`src/hdl/sram_tester_pkg.sv`:
```
`default_nettype none

package sram_tester_pkg;

  localparam int ADDR_BITS = 6;
  localparam int DATA_BITS = 16;
  localparam int NUM_WORDS = 2 ** ADDR_BITS;

  localparam int CMD_FIFO_DEPTH = 4;
  localparam int RSP_FIFO_DEPTH = 4;
  // oe_n low to data sample, in clocks
  localparam int SRAM_READ_CYCLES = 2;
  localparam int NUM_PATTERNS = 5;

  localparam int CMD_CREDIT_BITS = $clog2(CMD_FIFO_DEPTH + 1);
  localparam int RSP_CREDIT_BITS = $clog2(RSP_FIFO_DEPTH + 1);
  localparam int WAIT_BITS = $clog2(SRAM_READ_CYCLES + 1);

  typedef logic [ADDR_BITS-1:0] addr_t;
  typedef logic [DATA_BITS-1:0] data_word_t;
  typedef logic [CMD_CREDIT_BITS-1:0] cmd_credit_t;
  typedef logic [RSP_CREDIT_BITS-1:0] rsp_credit_t;
  typedef logic [WAIT_BITS-1:0] wait_t;

  // order here is the test order
  typedef enum logic [2:0] {
    PAT_ZEROS = 3'd0,
    PAT_ONES  = 3'd1,
    PAT_5555  = 3'd2,
    PAT_AAAA  = 3'd3,
    PAT_ADDR  = 3'd4
  } pattern_t;

  typedef struct packed {
    logic       we;
    addr_t      addr;
    data_word_t data;
    pattern_t   pattern;
    logic       last;
  } sram_cmd_t;

  typedef struct packed {
    addr_t      addr;
    data_word_t data;
    data_word_t expected;
    pattern_t   pattern;
    logic       last;
  } sram_rsp_t;

  function automatic data_word_t pattern_word(pattern_t pat, addr_t addr);
    case (pat)
      PAT_ZEROS: return '0;
      PAT_ONES:  return '1;
      PAT_5555:  return {(DATA_BITS / 2) {2'b01}};
      PAT_AAAA:  return {(DATA_BITS / 2) {2'b10}};
      PAT_ADDR:  return data_word_t'(addr);
      default:   return '0;
    endcase
  endfunction

endpackage

`default_nettype wire

```
`src/hdl/credit_fifo.sv`:
```
`timescale 1ns/1ps
`default_nettype none

module credit_fifo #(
  parameter type payload_t = logic [7:0],
  parameter int DEPTH = 4
) (
  input  logic     CLK,
  input  logic     reset,
  input  logic     push,
  input  payload_t push_data,
  input  logic     pop,
  output payload_t pop_data,
  output logic     empty,
  output logic     full,
  output logic     credit
);

  localparam int PTR_BITS = (DEPTH > 1) ? $clog2(DEPTH) : 1;
  localparam int CNT_BITS = $clog2(DEPTH + 1);

  payload_t            mem[DEPTH];
  logic [PTR_BITS-1:0] wr_ptr;
  logic [PTR_BITS-1:0] rd_ptr;
  logic [CNT_BITS-1:0] count;
  logic                do_push;
  logic                do_pop;

  assign do_push  = push && !full;
  assign do_pop   = pop && !empty;
  assign empty    = (count == '0);
  assign full     = (count == CNT_BITS'(DEPTH));
  assign pop_data = mem[rd_ptr];

  always_ff @(posedge CLK) begin
    if (do_push) begin
      mem[wr_ptr] <= push_data;
    end
  end

  always_ff @(posedge CLK) begin
    if (reset) begin
      wr_ptr <= '0;
      rd_ptr <= '0;
      count  <= '0;
      credit <= 1'b0;
    end else begin
      // one credit back to the sender per word that leaves
      credit <= do_pop;
      if (do_push) begin
        wr_ptr <= (wr_ptr == PTR_BITS'(DEPTH - 1)) ? '0 : wr_ptr + 1'b1;
      end
      if (do_pop) begin
        rd_ptr <= (rd_ptr == PTR_BITS'(DEPTH - 1)) ? '0 : rd_ptr + 1'b1;
      end
      if (do_push && !do_pop) begin
        count <= count + 1'b1;
      end else if (do_pop && !do_push) begin
        count <= count - 1'b1;
      end
    end
  end

endmodule

`default_nettype wire

```
`src/hdl/test_sequencer.sv`:
```
`timescale 1ns/1ps
`default_nettype none

module test_sequencer (
  input  logic                        CLK,
  input  logic                        reset,
  input  logic                        cmd_credit,
  output logic                        cmd_valid,
  output logic                        cmd_we,
  output sram_tester_pkg::addr_t      cmd_addr,
  output sram_tester_pkg::data_word_t cmd_data,
  output sram_tester_pkg::pattern_t   cmd_pattern,
  output logic                        cmd_last
);

  sram_tester_pkg::pattern_t    pattern_q;
  sram_tester_pkg::addr_t       addr_q;
  sram_tester_pkg::cmd_credit_t credits;
  logic                         reading;
  logic                         issue;
  logic                         addr_wrap;
  logic                         last_cmd;

  assign issue     = (credits != '0);
  assign addr_wrap = (addr_q == sram_tester_pkg::addr_t'(sram_tester_pkg::NUM_WORDS - 1));
  // final read of the address pattern closes the round
  assign last_cmd  = reading && addr_wrap && (pattern_q == sram_tester_pkg::PAT_ADDR);

  always_ff @(posedge CLK) begin
    if (reset) begin
      cmd_valid <= 1'b0;
      credits   <= sram_tester_pkg::cmd_credit_t'(sram_tester_pkg::CMD_FIFO_DEPTH);
      pattern_q <= sram_tester_pkg::PAT_ZEROS;
      addr_q    <= '0;
      reading   <= 1'b0;
    end else begin
      cmd_valid <= issue;
      if (issue && !cmd_credit) begin
        credits <= credits - 1'b1;
      end else if (!issue && cmd_credit) begin
        credits <= credits + 1'b1;
      end
      // stall in place without a credit
      if (issue) begin
        if (addr_wrap) begin
          addr_q  <= '0;
          reading <= !reading;
          if (reading) begin
            if (pattern_q == sram_tester_pkg::pattern_t'(sram_tester_pkg::NUM_PATTERNS - 1)) begin
              pattern_q <= sram_tester_pkg::PAT_ZEROS;
            end else begin
              pattern_q <= sram_tester_pkg::pattern_t'(pattern_q + 1'b1);
            end
          end
        end else begin
          addr_q <= addr_q + 1'b1;
        end
      end
    end
  end

  // for reads the data field is the expected word
  always_ff @(posedge CLK) begin
    if (issue) begin
      cmd_we      <= !reading;
      cmd_addr    <= addr_q;
      cmd_data    <= sram_tester_pkg::pattern_word(pattern_q, addr_q);
      cmd_pattern <= pattern_q;
      cmd_last    <= last_cmd;
    end
  end

endmodule

`default_nettype wire

```
`src/hdl/sram_controller.sv`:
```
`timescale 1ns/1ps
`default_nettype none

module sram_controller (
  input  logic                        CLK,
  input  logic                        reset,
  input  logic                        cmd_valid,
  input  logic                        cmd_we,
  input  sram_tester_pkg::addr_t      cmd_addr,
  input  sram_tester_pkg::data_word_t cmd_data,
  input  sram_tester_pkg::pattern_t   cmd_pattern,
  input  logic                        cmd_last,
  output logic                        cmd_credit,
  input  logic                        rsp_credit,
  output logic                        rsp_valid,
  output sram_tester_pkg::addr_t      rsp_addr,
  output sram_tester_pkg::data_word_t rsp_data,
  output sram_tester_pkg::data_word_t rsp_expected,
  output sram_tester_pkg::pattern_t   rsp_pattern,
  output logic                        rsp_last,
  output sram_tester_pkg::addr_t      sram_addr,
  output sram_tester_pkg::data_word_t sram_dq_out,
  output logic                        sram_dq_oe,
  input  sram_tester_pkg::data_word_t sram_dq_in,
  output logic                        sram_ce_n,
  output logic                        sram_oe_n,
  output logic                        sram_we_n
);

  typedef enum logic [2:0] {
    ST_IDLE,
    ST_WR_SETUP,
    ST_WR_PULSE,
    ST_WR_HOLD,
    ST_RD_WAIT
  } state_t;

  state_t                       state;
  sram_tester_pkg::sram_cmd_t   cmd_in;
  sram_tester_pkg::sram_cmd_t   head;
  sram_tester_pkg::sram_cmd_t   cur;
  sram_tester_pkg::rsp_credit_t rsp_credits;
  sram_tester_pkg::wait_t       wait_cnt;
  logic                         cmd_empty;
  logic                         can_pop;
  logic                         spend;
  logic                         sample;

  assign cmd_in = '{
    we: cmd_we,
    addr: cmd_addr,
    data: cmd_data,
    pattern: cmd_pattern,
    last: cmd_last
  };

  credit_fifo #(
    .payload_t(sram_tester_pkg::sram_cmd_t),
    .DEPTH    (sram_tester_pkg::CMD_FIFO_DEPTH)
  ) cmd_fifo_i (
    .CLK      (CLK),
    .reset    (reset),
    .push     (cmd_valid),
    .push_data(cmd_in),
    .pop      (can_pop),
    .pop_data (head),
    .empty    (cmd_empty),
    .full     (),
    .credit   (cmd_credit)
  );

  // a read waits at the head until the checker has room for its response
  assign can_pop = (state == ST_IDLE) && !cmd_empty && (head.we || rsp_credits != '0);
  assign spend   = can_pop && !head.we;
  assign sample  = (state == ST_RD_WAIT) && (wait_cnt == '0);

  always_ff @(posedge CLK) begin
    if (reset) begin
      state       <= ST_IDLE;
      sram_ce_n   <= 1'b1;
      sram_oe_n   <= 1'b1;
      sram_we_n   <= 1'b1;
      sram_dq_oe  <= 1'b0;
      rsp_valid   <= 1'b0;
      wait_cnt    <= '0;
      rsp_credits <= sram_tester_pkg::rsp_credit_t'(sram_tester_pkg::RSP_FIFO_DEPTH);
    end else begin
      rsp_valid <= sample;
      if (spend && !rsp_credit) begin
        rsp_credits <= rsp_credits - 1'b1;
      end else if (!spend && rsp_credit) begin
        rsp_credits <= rsp_credits + 1'b1;
      end
      case (state)
        ST_IDLE: begin
          if (can_pop) begin
            sram_ce_n <= 1'b0;
            if (head.we) begin
              sram_dq_oe <= 1'b1;
              state      <= ST_WR_SETUP;
            end else begin
              sram_oe_n <= 1'b0;
              wait_cnt  <= sram_tester_pkg::wait_t'(sram_tester_pkg::SRAM_READ_CYCLES - 1);
              state     <= ST_RD_WAIT;
            end
          end
        end
        ST_WR_SETUP: begin
          sram_we_n <= 1'b0;
          state     <= ST_WR_PULSE;
        end
        ST_WR_PULSE: begin
          sram_we_n <= 1'b1;
          state     <= ST_WR_HOLD;
        end
        // data held one cycle past the rising we_n
        ST_WR_HOLD: begin
          sram_ce_n  <= 1'b1;
          sram_dq_oe <= 1'b0;
          state      <= ST_IDLE;
        end
        ST_RD_WAIT: begin
          if (wait_cnt == '0) begin
            sram_ce_n <= 1'b1;
            sram_oe_n <= 1'b1;
            state     <= ST_IDLE;
          end else begin
            wait_cnt <= wait_cnt - 1'b1;
          end
        end
        default: state <= ST_IDLE;
      endcase
    end
  end

  always_ff @(posedge CLK) begin
    if (can_pop) begin
      sram_addr   <= head.addr;
      sram_dq_out <= head.data;
      cur         <= head;
    end
    if (sample) begin
      rsp_addr     <= cur.addr;
      rsp_data     <= sram_dq_in;
      rsp_expected <= cur.data;
      rsp_pattern  <= cur.pattern;
      rsp_last     <= cur.last;
    end
  end

endmodule

`default_nettype wire

```
`src/hdl/result_checker.sv`:
```
`timescale 1ns/1ps
`default_nettype none

module result_checker (
  input  logic                        CLK,
  input  logic                        reset,
  input  logic                        rsp_valid,
  input  sram_tester_pkg::addr_t      rsp_addr,
  input  sram_tester_pkg::data_word_t rsp_data,
  input  sram_tester_pkg::data_word_t rsp_expected,
  input  sram_tester_pkg::pattern_t   rsp_pattern,
  input  logic                        rsp_last,
  output logic                        rsp_credit,
  output logic                        test_done,
  output logic                        test_pass,
  output sram_tester_pkg::data_word_t fail_expected,
  output sram_tester_pkg::data_word_t fail_read,
  output sram_tester_pkg::addr_t      fail_addr,
  output sram_tester_pkg::pattern_t   fail_pattern
);

  sram_tester_pkg::sram_rsp_t rsp_in;
  sram_tester_pkg::sram_rsp_t head;
  sram_tester_pkg::sram_rsp_t cmp_rsp;
  logic                       rsp_empty;
  logic                       pop;
  logic                       cmp_fail;
  logic                       cmp_last;

  assign rsp_in = '{
    addr: rsp_addr,
    data: rsp_data,
    expected: rsp_expected,
    pattern: rsp_pattern,
    last: rsp_last
  };

  credit_fifo #(
    .payload_t(sram_tester_pkg::sram_rsp_t),
    .DEPTH    (sram_tester_pkg::RSP_FIFO_DEPTH)
  ) rsp_fifo_i (
    .CLK      (CLK),
    .reset    (reset),
    .push     (rsp_valid),
    .push_data(rsp_in),
    .pop      (pop),
    .pop_data (head),
    .empty    (rsp_empty),
    .full     (),
    .credit   (rsp_credit)
  );

  // drain one response per cycle
  assign pop = !rsp_empty;

  always_ff @(posedge CLK) begin
    if (reset) begin
      cmp_fail  <= 1'b0;
      cmp_last  <= 1'b0;
      test_done <= 1'b0;
      test_pass <= 1'b1;
    end else begin
      cmp_fail  <= pop && (head.data != head.expected);
      cmp_last  <= pop && head.last;
      test_done <= cmp_last;
      // sticky until the next reset
      if (cmp_fail) begin
        test_pass <= 1'b0;
      end
    end
  end

  // only the first mismatch is kept
  always_ff @(posedge CLK) begin
    if (pop) begin
      cmp_rsp <= head;
    end
    if (cmp_fail && test_pass) begin
      fail_expected <= cmp_rsp.expected;
      fail_read     <= cmp_rsp.data;
      fail_addr     <= cmp_rsp.addr;
      fail_pattern  <= cmp_rsp.pattern;
    end
  end

endmodule

`default_nettype wire

```
`src/hdl/status_display.sv`:
```
`timescale 1ns/1ps
`default_nettype none

module status_display (
  input  logic                        CLK,
  input  logic                        reset,
  input  logic                        test_done,
  input  logic                        test_pass,
  input  sram_tester_pkg::addr_t      live_addr,
  input  sram_tester_pkg::pattern_t   live_pattern,
  input  sram_tester_pkg::data_word_t fail_expected,
  input  sram_tester_pkg::data_word_t fail_read,
  input  sram_tester_pkg::addr_t      fail_addr,
  input  sram_tester_pkg::pattern_t   fail_pattern,
  output logic                        led_done,
  output logic                        led_pass,
  output logic [7:0]                  debug_e,
  output logic [7:0]                  debug_f,
  output logic [7:0]                  debug_h,
  output logic [7:0]                  debug_i,
  output logic [7:0]                  debug_j
);

  sram_tester_pkg::addr_t    addr_q;
  sram_tester_pkg::pattern_t shown_pattern;
  logic [7:0]                addr_rev;

  // mirror the low width bits of value
  function automatic logic [7:0] reverse_bits(logic [7:0] value, int width);
    logic [7:0] result;
    result = '0;
    for (int i = 0; i < width; i++) begin
      result[i] = value[width-1-i];
    end
    return result;
  endfunction

  always_ff @(posedge CLK) begin
    if (reset) begin
      addr_q <= '0;
    end else begin
      addr_q <= test_pass ? live_addr : fail_addr;
    end
  end

  assign shown_pattern = test_pass ? live_pattern : fail_pattern;
  assign addr_rev      = reverse_bits(8'(addr_q), sram_tester_pkg::ADDR_BITS);

  assign led_done = test_done;
  assign led_pass = test_pass;

  assign debug_e = reverse_bits(8'(shown_pattern), $bits(sram_tester_pkg::pattern_t));
  // upper half of the reversed address on f, lower half on h
  assign debug_f = 8'(addr_rev[sram_tester_pkg::ADDR_BITS-1:sram_tester_pkg::ADDR_BITS/2]);
  assign debug_h = 8'(addr_rev[sram_tester_pkg::ADDR_BITS/2-1:0]);
  assign debug_i = test_pass ? 8'(addr_q) : fail_expected[7:0];
  assign debug_j = test_pass ? 8'h00 : fail_read[7:0];

endmodule

`default_nettype wire

```
`src/hdl/sram_tester_top.sv`:
```
`timescale 1ns/1ps
`default_nettype none

module sram_tester_top (
  input  logic                        CLK,
  input  logic                        reset,
  output sram_tester_pkg::addr_t      sram_addr,
  output sram_tester_pkg::data_word_t sram_dq_out,
  output logic                        sram_dq_oe,
  input  sram_tester_pkg::data_word_t sram_dq_in,
  output logic                        sram_ce_n,
  output logic                        sram_oe_n,
  output logic                        sram_we_n,
  output logic                        led_done,
  output logic                        led_pass,
  output logic [7:0]                  debug_e,
  output logic [7:0]                  debug_f,
  output logic [7:0]                  debug_h,
  output logic [7:0]                  debug_i,
  output logic [7:0]                  debug_j
);

  // sequencer to controller
  logic                        cmd_valid;
  logic                        cmd_we;
  sram_tester_pkg::addr_t      cmd_addr;
  sram_tester_pkg::data_word_t cmd_data;
  sram_tester_pkg::pattern_t   cmd_pattern;
  logic                        cmd_last;
  logic                        cmd_credit;

  // controller to checker
  logic                        rsp_valid;
  sram_tester_pkg::addr_t      rsp_addr;
  sram_tester_pkg::data_word_t rsp_data;
  sram_tester_pkg::data_word_t rsp_expected;
  sram_tester_pkg::pattern_t   rsp_pattern;
  logic                        rsp_last;
  logic                        rsp_credit;

  // checker to display
  logic                        test_done;
  logic                        test_pass;
  sram_tester_pkg::data_word_t fail_expected;
  sram_tester_pkg::data_word_t fail_read;
  sram_tester_pkg::addr_t      fail_addr;
  sram_tester_pkg::pattern_t   fail_pattern;

  test_sequencer sequencer_i (
    .CLK        (CLK),
    .reset      (reset),
    .cmd_credit (cmd_credit),
    .cmd_valid  (cmd_valid),
    .cmd_we     (cmd_we),
    .cmd_addr   (cmd_addr),
    .cmd_data   (cmd_data),
    .cmd_pattern(cmd_pattern),
    .cmd_last   (cmd_last)
  );

  sram_controller controller_i (
    .CLK         (CLK),
    .reset       (reset),
    .cmd_valid   (cmd_valid),
    .cmd_we      (cmd_we),
    .cmd_addr    (cmd_addr),
    .cmd_data    (cmd_data),
    .cmd_pattern (cmd_pattern),
    .cmd_last    (cmd_last),
    .cmd_credit  (cmd_credit),
    .rsp_credit  (rsp_credit),
    .rsp_valid   (rsp_valid),
    .rsp_addr    (rsp_addr),
    .rsp_data    (rsp_data),
    .rsp_expected(rsp_expected),
    .rsp_pattern (rsp_pattern),
    .rsp_last    (rsp_last),
    .sram_addr   (sram_addr),
    .sram_dq_out (sram_dq_out),
    .sram_dq_oe  (sram_dq_oe),
    .sram_dq_in  (sram_dq_in),
    .sram_ce_n   (sram_ce_n),
    .sram_oe_n   (sram_oe_n),
    .sram_we_n   (sram_we_n)
  );

  result_checker checker_i (
    .CLK          (CLK),
    .reset        (reset),
    .rsp_valid    (rsp_valid),
    .rsp_addr     (rsp_addr),
    .rsp_data     (rsp_data),
    .rsp_expected (rsp_expected),
    .rsp_pattern  (rsp_pattern),
    .rsp_last     (rsp_last),
    .rsp_credit   (rsp_credit),
    .test_done    (test_done),
    .test_pass    (test_pass),
    .fail_expected(fail_expected),
    .fail_read    (fail_read),
    .fail_addr    (fail_addr),
    .fail_pattern (fail_pattern)
  );

  // live address and pattern come straight from the sequencer
  status_display display_i (
    .CLK          (CLK),
    .reset        (reset),
    .test_done    (test_done),
    .test_pass    (test_pass),
    .live_addr    (cmd_addr),
    .live_pattern (cmd_pattern),
    .fail_expected(fail_expected),
    .fail_read    (fail_read),
    .fail_addr    (fail_addr),
    .fail_pattern (fail_pattern),
    .led_done     (led_done),
    .led_pass     (led_pass),
    .debug_e      (debug_e),
    .debug_f      (debug_f),
    .debug_h      (debug_h),
    .debug_i      (debug_i),
    .debug_j      (debug_j)
  );

endmodule

`default_nettype wire

```
`config.mk`:
```
export PLATFORM = sky130hd
export DESIGN_NAME = sram_tester_top
export DESIGN_NICKNAME = d
export VERILOG_FILES = /design/src/hdl/sram_tester_pkg.sv /design/src/hdl/credit_fifo.sv /design/src/hdl/test_sequencer.sv /design/src/hdl/sram_controller.sv /design/src/hdl/result_checker.sv /design/src/hdl/status_display.sv /design/src/hdl/sram_tester_top.sv
export SDC_FILE = /design/constraint.sdc
export NUM_CORES = 1
export LEC_CHECK = 0
export BUFFER_PORTS_ARGS = -buffer_cell sky130_fd_sc_hd__buf_2
export CORE_ASPECT_RATIO = 1.2
export CORE_MARGIN = 2
export CORE_UTILIZATION = 65
export CTS_CLUSTER_SIZE = 40
export DETAILED_ROUTE_END_ITERATION = 10
export PLACE_DENSITY_LB_ADDON = 0.15
export SLEW_MARGIN = 30
export SYNTH_ARGS = -nofsm -noshare
export SYNTH_HDL_FRONTEND = slang
export SYNTH_SLANG_ARGS = --single-unit
```
`constraint.sdc`:
```
create_clock -name CLK -period 6.25 [get_ports CLK]
set_input_delay 1.25 -clock CLK [delete_from_list [all_inputs] [get_ports CLK]]
set_output_delay 1.25 -clock CLK [all_outputs]
set_load 0.01 [all_outputs]
```
==> metrics.md, run 1 <==
| Metric | Value |
|---|---|
| Outcome | completed |
| Final hold violations | 0 |
| Routed Antenna Nets | 0 |
| # clock sinks | 390 |
| CP top delay family | flip-flops |
| Number of antenna diodes | 0 |
| Clock root cell | clkbuf_16 |
| Vias | 6680 |
| Post-DP HPWL | 14.67 mm |
| Setup tns final | 0 ns |
| Reg clk slew, reported paths | 0.06 ns |
| Final Max Slew Viols | 0 |
| Cell count after synthesis | 765 |
| Most common cell after layout, fill and taps aside | edfxtp_1 |
| Post-CTS Resized | 0 |
| Chip Width | 140.2 microns |
| CTS tree | yes |
| Layout cells sized above 1 | 0.2345 |
| Initial antenna violation count | 0 |
| Mapped cell area | 14480 sq um |
| VDD IR max | 279.0 uV |
| Setup crit end kind | flip-flop |
| Hold Crit Depth | 0 |
| CP max stage delay | 0.89 ns |
| Layout Cells excl Fill | 1144 |
| Fin util | 0.7412 |
| Drt wl/cell | 21.10 microns |
| Gate power share | 0.192 |
| Clock power frac | 0.297 |
| Vias in the first global route | 7133 |
| Flops & latches, synth | 390 |
| Site Rows | 59 |
| H-tree levels | 2 |
| Seq pwr share | 0.511 |
| Netlist cell types | 44 |
| Buffers on Ports | 70 |
| Max-cap check violation count | 0 |
| DR DRC count | 0 |
| Hold Path Sink | controller_i.rsp_last |
| Unrepaired setup endpoints after global routing | no |
| Clock Latency Late Sink | 0.52 ns |
| Switching pwr | 1957 uW |
| Reg-to-reg slack, setup | 2.87 ns |
| Largest net degree at the start of global routing | 52 |
| Highest clock rate | 295.8 MHz |
| Reg2reg path depth | 8 |
| Pleak | 0.005673 uW |
| WL final | 24.14 mm |
| Tcrit/Tclk final | 0.5409 |
| Startpoint Class | flip-flop |
| Crit path max fanout | 19 |
| Place WS | 2.865 ns |
| Worst setup margin | 2.869 ns |
| Ports | 86 |
| Post-Syn Area per Cell | 18.93 sq um |
| Total die area | 23490 sq um |
| Crit Path Class | reg -> reg |
| Register area share after synthesis | 0.7695 |
| Area grow syn2layout | 11.49% |
| Vias per Instance | 5.839 |
| Nets@finish | 882 |
| RR Endpoint | controller_i.rsp_credits[2] |
| Hold slack | 0.4120 ns |
| Crit-path cells | mux4_2 -> nor4_2 -> ha_1 -> inv_1 -> fa_1 -> xor2_1 -> o21ai_0 -> or3b_2 |
| Period minus WS final | 3.381 ns |
| Core outline area | 21780 sq um |
| DRT iter0 DRCs | 537 |
| Synth warn | 0 |
| First-pass GRT wire length | 38.01 mm |
| Initial Utilization | 0.6648 |
| Post-CTS Setup Bufs | 0 |
| Buf/Inv on CP | 1 |
| Internal power | 5365 uW |
| Max Buffers Root-to-Sink | 3 |
| Critical Path AT | 3.76 ns |
| Setup Viol. Count Final | 0 |
| Commonest cells after routing, fill and taps aside | edfxtp_1, buf_2, dfxtp_1 |
| Net Sw Frac | 0.2673 |
| CTS Buf Count | 38 |
| Worst EP required | 6.63 ns |
| Power per Cell Area | 453.6 nW/um^2 |
| Worst min-delay path class | reg -> reg |
| First-pass DRT Iterations | 4 |
| Layout Skew | 0.02138 ns |
| Max transition margin | 0.4163 |
| Hold Buf Count CTS | 0 |
| GPL Wtd Cong | 0.7952 |
| Fillers | 1216 |
| Crit-path slowest cell | dfxtp_1 |
| Overall Global Routing Usage | 0.2119 |
| Die Span Y | 167.5 microns |
| Cell total after placement | 1074 |
| Gr ovfl total | 0 |
| Hold path startpoint | controller_i.cur[0] |
| Worst-Margin Slew | 0.8743 ns |
final cells by class:
cell class / instances / area, sq um / area share
clock buffers: 63 / 1169 / 0.07240
inverters: 28 / 105.1 / 0.006511
flip-flops and latches: 390 / 11140 / 0.6903
multi-input cells: 302 / 2905 / 0.1800
clock inverters: 7 / 50.05 / 0.003101
well taps: 274 / 342.8 / 0.02124
repair buffers: 80 / 427.9 / 0.02651
power by group through the flow:
stage | clock network, uW | registers, uW | logic, uW
final | 2170 | 3740 | 1410
after floorplan | 0 | 3650 | 1170
after detailed placement | 0 | 3800 | 1420
after CTS | 2210 | 3750 | 1430
after global placement | 0 | 3770 | 1350
after global routing | 2310 | 3800 | 1530
metrics by stage:
step / area, sq um / total power, uW
CTS: 16130 / 7394
global route: 16140 / 7637
global placement: 14910 / 5117
finish: 16140 / 7323
detailed placement: 14920 / 5217
floorplan: 14530 / 4818
synth_stat cells (all sizes together):
| cell type | number | share of area |
|---|---|---|
| nand4b | 1 | 0.00061 |
| nor2 | 47 | 0.012 |
| o21bai | 1 | 0.00052 |
| fa | 3 | 0.0041 |
| and2 | 11 | 0.0048 |
| inv | 28 | 0.0073 |
| a2bb2oi | 2 | 0.0012 |
| buf | 49 | 0.024 |
| mux4 | 53 | 0.084 |
| ha | 21 | 0.018 |
| o21ai | 8 | 0.0028 |
| a21boi | 2 | 0.0010 |
| a21oi | 17 | 0.0059 |
| a311oi | 1 | 0.00061 |
| o41ai | 1 | 0.0019 |
| xnor2 | 4 | 0.0024 |
| clkbuf | 10 | 0.0026 |
| a31oi | 1 | 0.00043 |
| and3 | 1 | 0.00043 |
| or3 | 7 | 0.0030 |
| nand2 | 23 | 0.0060 |
| dfxtp | 57 | 0.079 |
| xor2 | 18 | 0.011 |
| a221oi | 1 | 0.0010 |
| a31o | 1 | 0.00061 |
| nor4 | 5 | 0.0026 |
| nand3 | 3 | 0.0010 |
| nand4 | 3 | 0.0013 |
| edfxtp | 333 | 0.69 |
| and4 | 1 | 0.00061 |
| conb | 1 | 0.00026 |
| or3b | 2 | 0.0012 |
| a21o | 1 | 0.00052 |
| nor3 | 12 | 0.0041 |
| or4 | 1 | 0.00078 |
| mux2i | 14 | 0.0097 |
| nor2b | 12 | 0.0052 |
| mux2 | 9 | 0.0070 |
worst max-delay path by stage:
stage          startpoint  slack [ns]                     endpoint  depth (start not counted)
6_report        flip-flop        2.87  controller_i.rsp_credits[2]                          8
5_1_grt         flip-flop        2.68  controller_i.rsp_credits[2]                          8
4_1_cts         flip-flop        2.85  controller_i.rsp_credits[2]                          8
3_5_place_dp    flip-flop        2.86  controller_i.rsp_credits[2]                          8
3_3_place_gp    flip-flop        2.93  controller_i.rsp_credits[2]                          8
2_1_floorplan   flip-flop        3.28  controller_i.rsp_credits[2]                          9
state kept, by name, summed over array words and instances (netlist names), 6 cells and up, named ones only:
name                         flops
controller_i.cur                12
controller_i.sram_addr           6
controller_i.rsp_expected        8
checker_i.fail_addr              6
controller_i.cmd_fifo_i.mem     76
controller_i.rsp_addr            6
sequencer_i.addr_q               6
sequencer_i.cmd_data             8
sequencer_i.cmd_addr             6
display_i.addr_q                 6
checker_i.fail_read              8
checker_i.rsp_fifo_i.mem       136
checker_i.fail_expected          8
checker_i.cmp_rsp               25
controller_i.rsp_data           16
cells by family after synthesis:
group / after synthesis / share of synthesized area
buffers and inverters: 87 / 0.03388
DFF: 390 / 0.7695
other: 1 / 0.0002590
xor gates and xnor gates: 22 / 0.01331
and+or+nand+nor: 129 / 0.04382
muxes: 76 / 0.1004
adders and majority gates: 24 / 0.02230
AOI/OAI and AO/OA: 36 / 0.01651
metal layers:
metal	global-route usage	vias to the layer above	part of all wire	routed length, microns
met1	0.2642	3423	0.39	9527
met4	0.07027	0	0.026	618
met2	0.3796	194	0.53	12730
met3	0.03717	51	0.052	1263
li1	-	3012	-	-
met5	0	-	0	0
(Power assumes the default switching activity.)
==> run 2, diff against run 1 <==
Settings changed: ABC_AREA set to 1, CORE_UTILIZATION 65 to 55.
Clock period 6.25 ns to 2.9 ns, I/O delays scaled along.
==> run 2 against run 1 <==
Area after synthesis is 5.4% higher. Total power grew 130%. Die area grew 24%. Register-to-register slack worse by 2.1 ns. Global-route usage down 1.6 points. Cell count increased by 47%. Critical path type is now reg -> out. Critical endpoint is now debug_e[0]. Largest cell class unchanged. Largest power group unchanged.
==> metrics.md, run 2 <==
| Metric | Value |
|---|---|
| Outcome | completed |
| Hold Buf Count CTS | 0 |
| Worst setup margin | 0.7174 ns |
| Core outline area | 27170 sq um |
| First-pass GRT wire length | 44.18 mm |
| First-pass DRT Iterations | 5 |
| Mapped cell area | 15260 sq um |
| Worst-Margin Slew | 0.7705 ns |
| GPL Wtd Cong | 0.7572 |
| FF/Latch Area | 11140 sq um |
| Site Rows | 66 |
| M2 GR Usage | 0.3506 |
| Startpoint Class | flip-flop |
| Cell total after placement | 1617 |
| Multi-input logic area | 3309 sq um |
| Post-synth top area share | 0.6554 |
| Final Max Slew Viols | 0 |
| Reg2reg path depth | 7 |
| Post-Syn Area per Cell | 12.21 sq um |
| VDD IR max | 599.8 uV |
| Top-count cell post-synth | edfxtp_1 |
| Number of antenna diodes | 0 |
| Ports | 86 |
| Crit path max fanout | 16 |
| Max Buffers Root-to-Sink | 3 |
| Unrepaired setup endpoints after global routing | no |
| Setup Viol. Count Final | 0 |
| Hold Crit Depth | 1 |
| Area leader, netlist | edfxtp_1 |
| Async S/R FF share, synth | 0 |
| Register area share after synthesis | 0.7302 |
| Post-DP HPWL | 17.30 mm |
| CTS tree | yes |
| Die Span Y | 186.5 microns |
| Clock root cell | clkbuf_16 |
| Layout Skew | 0.01564 ns |
| R2R Path Start | controller_i.cmd_fifo_i.count[0] |
| Most common cell after layout, fill and taps aside | edfxtp_1 |
| # clock sinks | 390 |
| Post-CTS Setup Bufs | 0 |
| Post-synth EDFFs | 333 |
| Layout Cells excl Fill | 1686 |
| Chip Width | 156.0 microns |
| Largest net degree at the start of global routing | 71 |
| Flops & latches, synth | 390 |
| Final hold violations | 0 |
| Tcrit/Tclk final | 0.7526 |
| Highest clock rate | 458.2 MHz |
| Setup tns final | 0 ns |
| Drt wl/cell | 16.61 microns |
| Setup crit end kind | primary output |
| Netlist cell types | 36 |
| Place WS | 0.8131 ns |
| Nets@finish | 1359 |
| DRT iter0 DRCs | 659 |
| Top flop regs | checker_i.rsp_fifo_i.mem x136, controller_i.cmd_fifo_i.mem x76, checker_i.cmp_rsp x25 |
| Area grow syn2layout | 11.51% |
| CTS Buf Count | 38 |
| Layout cells sized above 1 | 0.1330 |
| Total die area | 29090 sq um |
| Post-synth top flop | edfxtp_1 |
| Max reg flops | 136 |
| WL final | 28.00 mm |
| Clock Latency Late Sink | 0.52 ns |
| H-tree levels | 2 |
| Grt met1 use | 0.2399 |
| Max transition margin | 0.4856 |
| Buffers on Ports | 70 |
| Synth warn | 0 |
| Power per Cell Area | 1005 nW/um^2 |
| Met3 Track Usage GR | 0.03205 |
| Crit Path Class | reg -> out |
| DR DRC count | 0 |
| Routed Antenna Nets | 0 |
| Largest reg by FF count | checker_i.rsp_fifo_i.mem |
| Vias | 8810 |
| Top cells by count, synth | edfxtp_1, nand2_1, nor2_1 |
| Gr ovfl total | 0 |
| RR Endpoint | controller_i.cmd_fifo_i.count[1] |
| Reg clk slew, reported paths | 0.06 ns |
| Vias in the first global route | 8548 |
| Initial antenna violation count | 0 |
| Worst EP required | 2.32 ns |
| Post-CTS Resized | 0 |
| Cell count after synthesis | 1250 |
| Overall Global Routing Usage | 0.1957 |
| Reg-to-reg slack, setup | 0.79 ns |
| Hold path startpoint | sram_dq_in[2] |
| Commonest cells after routing, fill and taps aside | edfxtp_1, nand2_1, nor2_1 |
| Initial Utilization | 0.5616 |
| Period minus WS final | 2.183 ns |
| Pleak | 0.006661 uW |
| GRT Max-Usage Layer | met2 |
| Critical Path AT | 1.60 ns |
| Top cells by area, synth | edfxtp_1, dfxtp_1, nand2_1 |
| Hold Path Sink | controller_i.rsp_data[2] |
| Worst min-delay path class | in -> reg |
| Vias per Instance | 5.225 |
| Fillers | 2042 |
| Max-cap check violation count | 0 |
[run 2: cell count changes after synthesis, sizes merged, moves of 11 or more]
cell	delta
and2	-11
clkbuf	+12
inv	+64
mux2i	-14
mux4	-53
nand2	+271
nand3	+66
nor2	+93
nor2b	-12
o21ai	+83
o22ai	+27
xor2	-16
[run 2: kinds of logic after synthesis]
kind of cell / count (synthesis) / synth area share
XOR/XNOR: 3 / 0.001722
buffers and inverters: 173 / 0.05831
other: 1 / 0.0002458
flip-flops: 390 / 0.7302
adder cells (fa/ha/maj): 24 / 0.02116
AND/OR/NAND/NOR: 511 / 0.1360
AO/OA/AOI/OAI: 148 / 0.05240
[run 2: how the worst max path moves through the flow]
stage                                                 from                               end  slack (ns)  depth (start not counted)
after floorplan              checker_i.rsp_fifo_i.count[0]    checker_i.rsp_fifo_i.mem[0][0]        0.42                          4
after global placement               controller_i.state[1]       controller_i.rsp_credits[2]        0.86                         12
after detailed placement  controller_i.cmd_fifo_i.count[0]  controller_i.cmd_fifo_i.count[1]        0.81                          7
after CTS                              checker_i.test_pass                        debug_e[0]        0.68                          4
after global routing                             flip-flop  controller_i.cmd_fifo_i.count[2]        0.50                         14
final                                  checker_i.test_pass                        debug_e[0]        0.72                          4
[run 2: critical path, cell delays in order (launching register included)]
cell,delay [ns]
dfxtp_1,0.31
inv_1,0.40
nand2_1,0.11
nand2_1,0.12
buf_2,0.14
[run 2: where the power goes]
| part | internal (uW) | switching [uW] |
|---|---|---|
| Clock | 2920 | 1970 |
| Sequential | 7630 | 577 |
| Combinational | 1230 | 2780 |
[run 2: metrics by stage]
| step | util | power, uW | area, sq um | hold WS (ns) |
|---|---|---|---|---|
| 5_1_grt | 0.6262 | 18060 | 17010 | 0.2176 |
| 3_5_place_dp | 0.5801 | 12390 | 15760 | 0.4045 |
| 4_1_cts | 0.6262 | 17280 | 17010 | 0.2159 |
| 3_3_place_gp | 0.5801 | 12270 | 15760 | 0.4005 |
| 2_1_floorplan | - | 11230 | 15310 | 0.3883 |
| 6_report | 0.6262 | 17100 | 17010 | 0.2376 |
[run 2: area by class of cell]
class                           count  share of cell area
Clock buffer                       51             0.06177
Clock inverter                     18             0.01191
Inverter                           92             0.02074
Multi-Input combinational cell    701              0.1945
Sequential cell                   390              0.6549
Tap cell                          340             0.02500
Timing Repair Buffer               94             0.03118
[run 2: routing by layer]
layer,share of wire,vias to the layer above
met5,0,-
met4,0.024,0
met3,0.044,46
met2,0.52,198
met1,0.41,4200
li1,-,4366
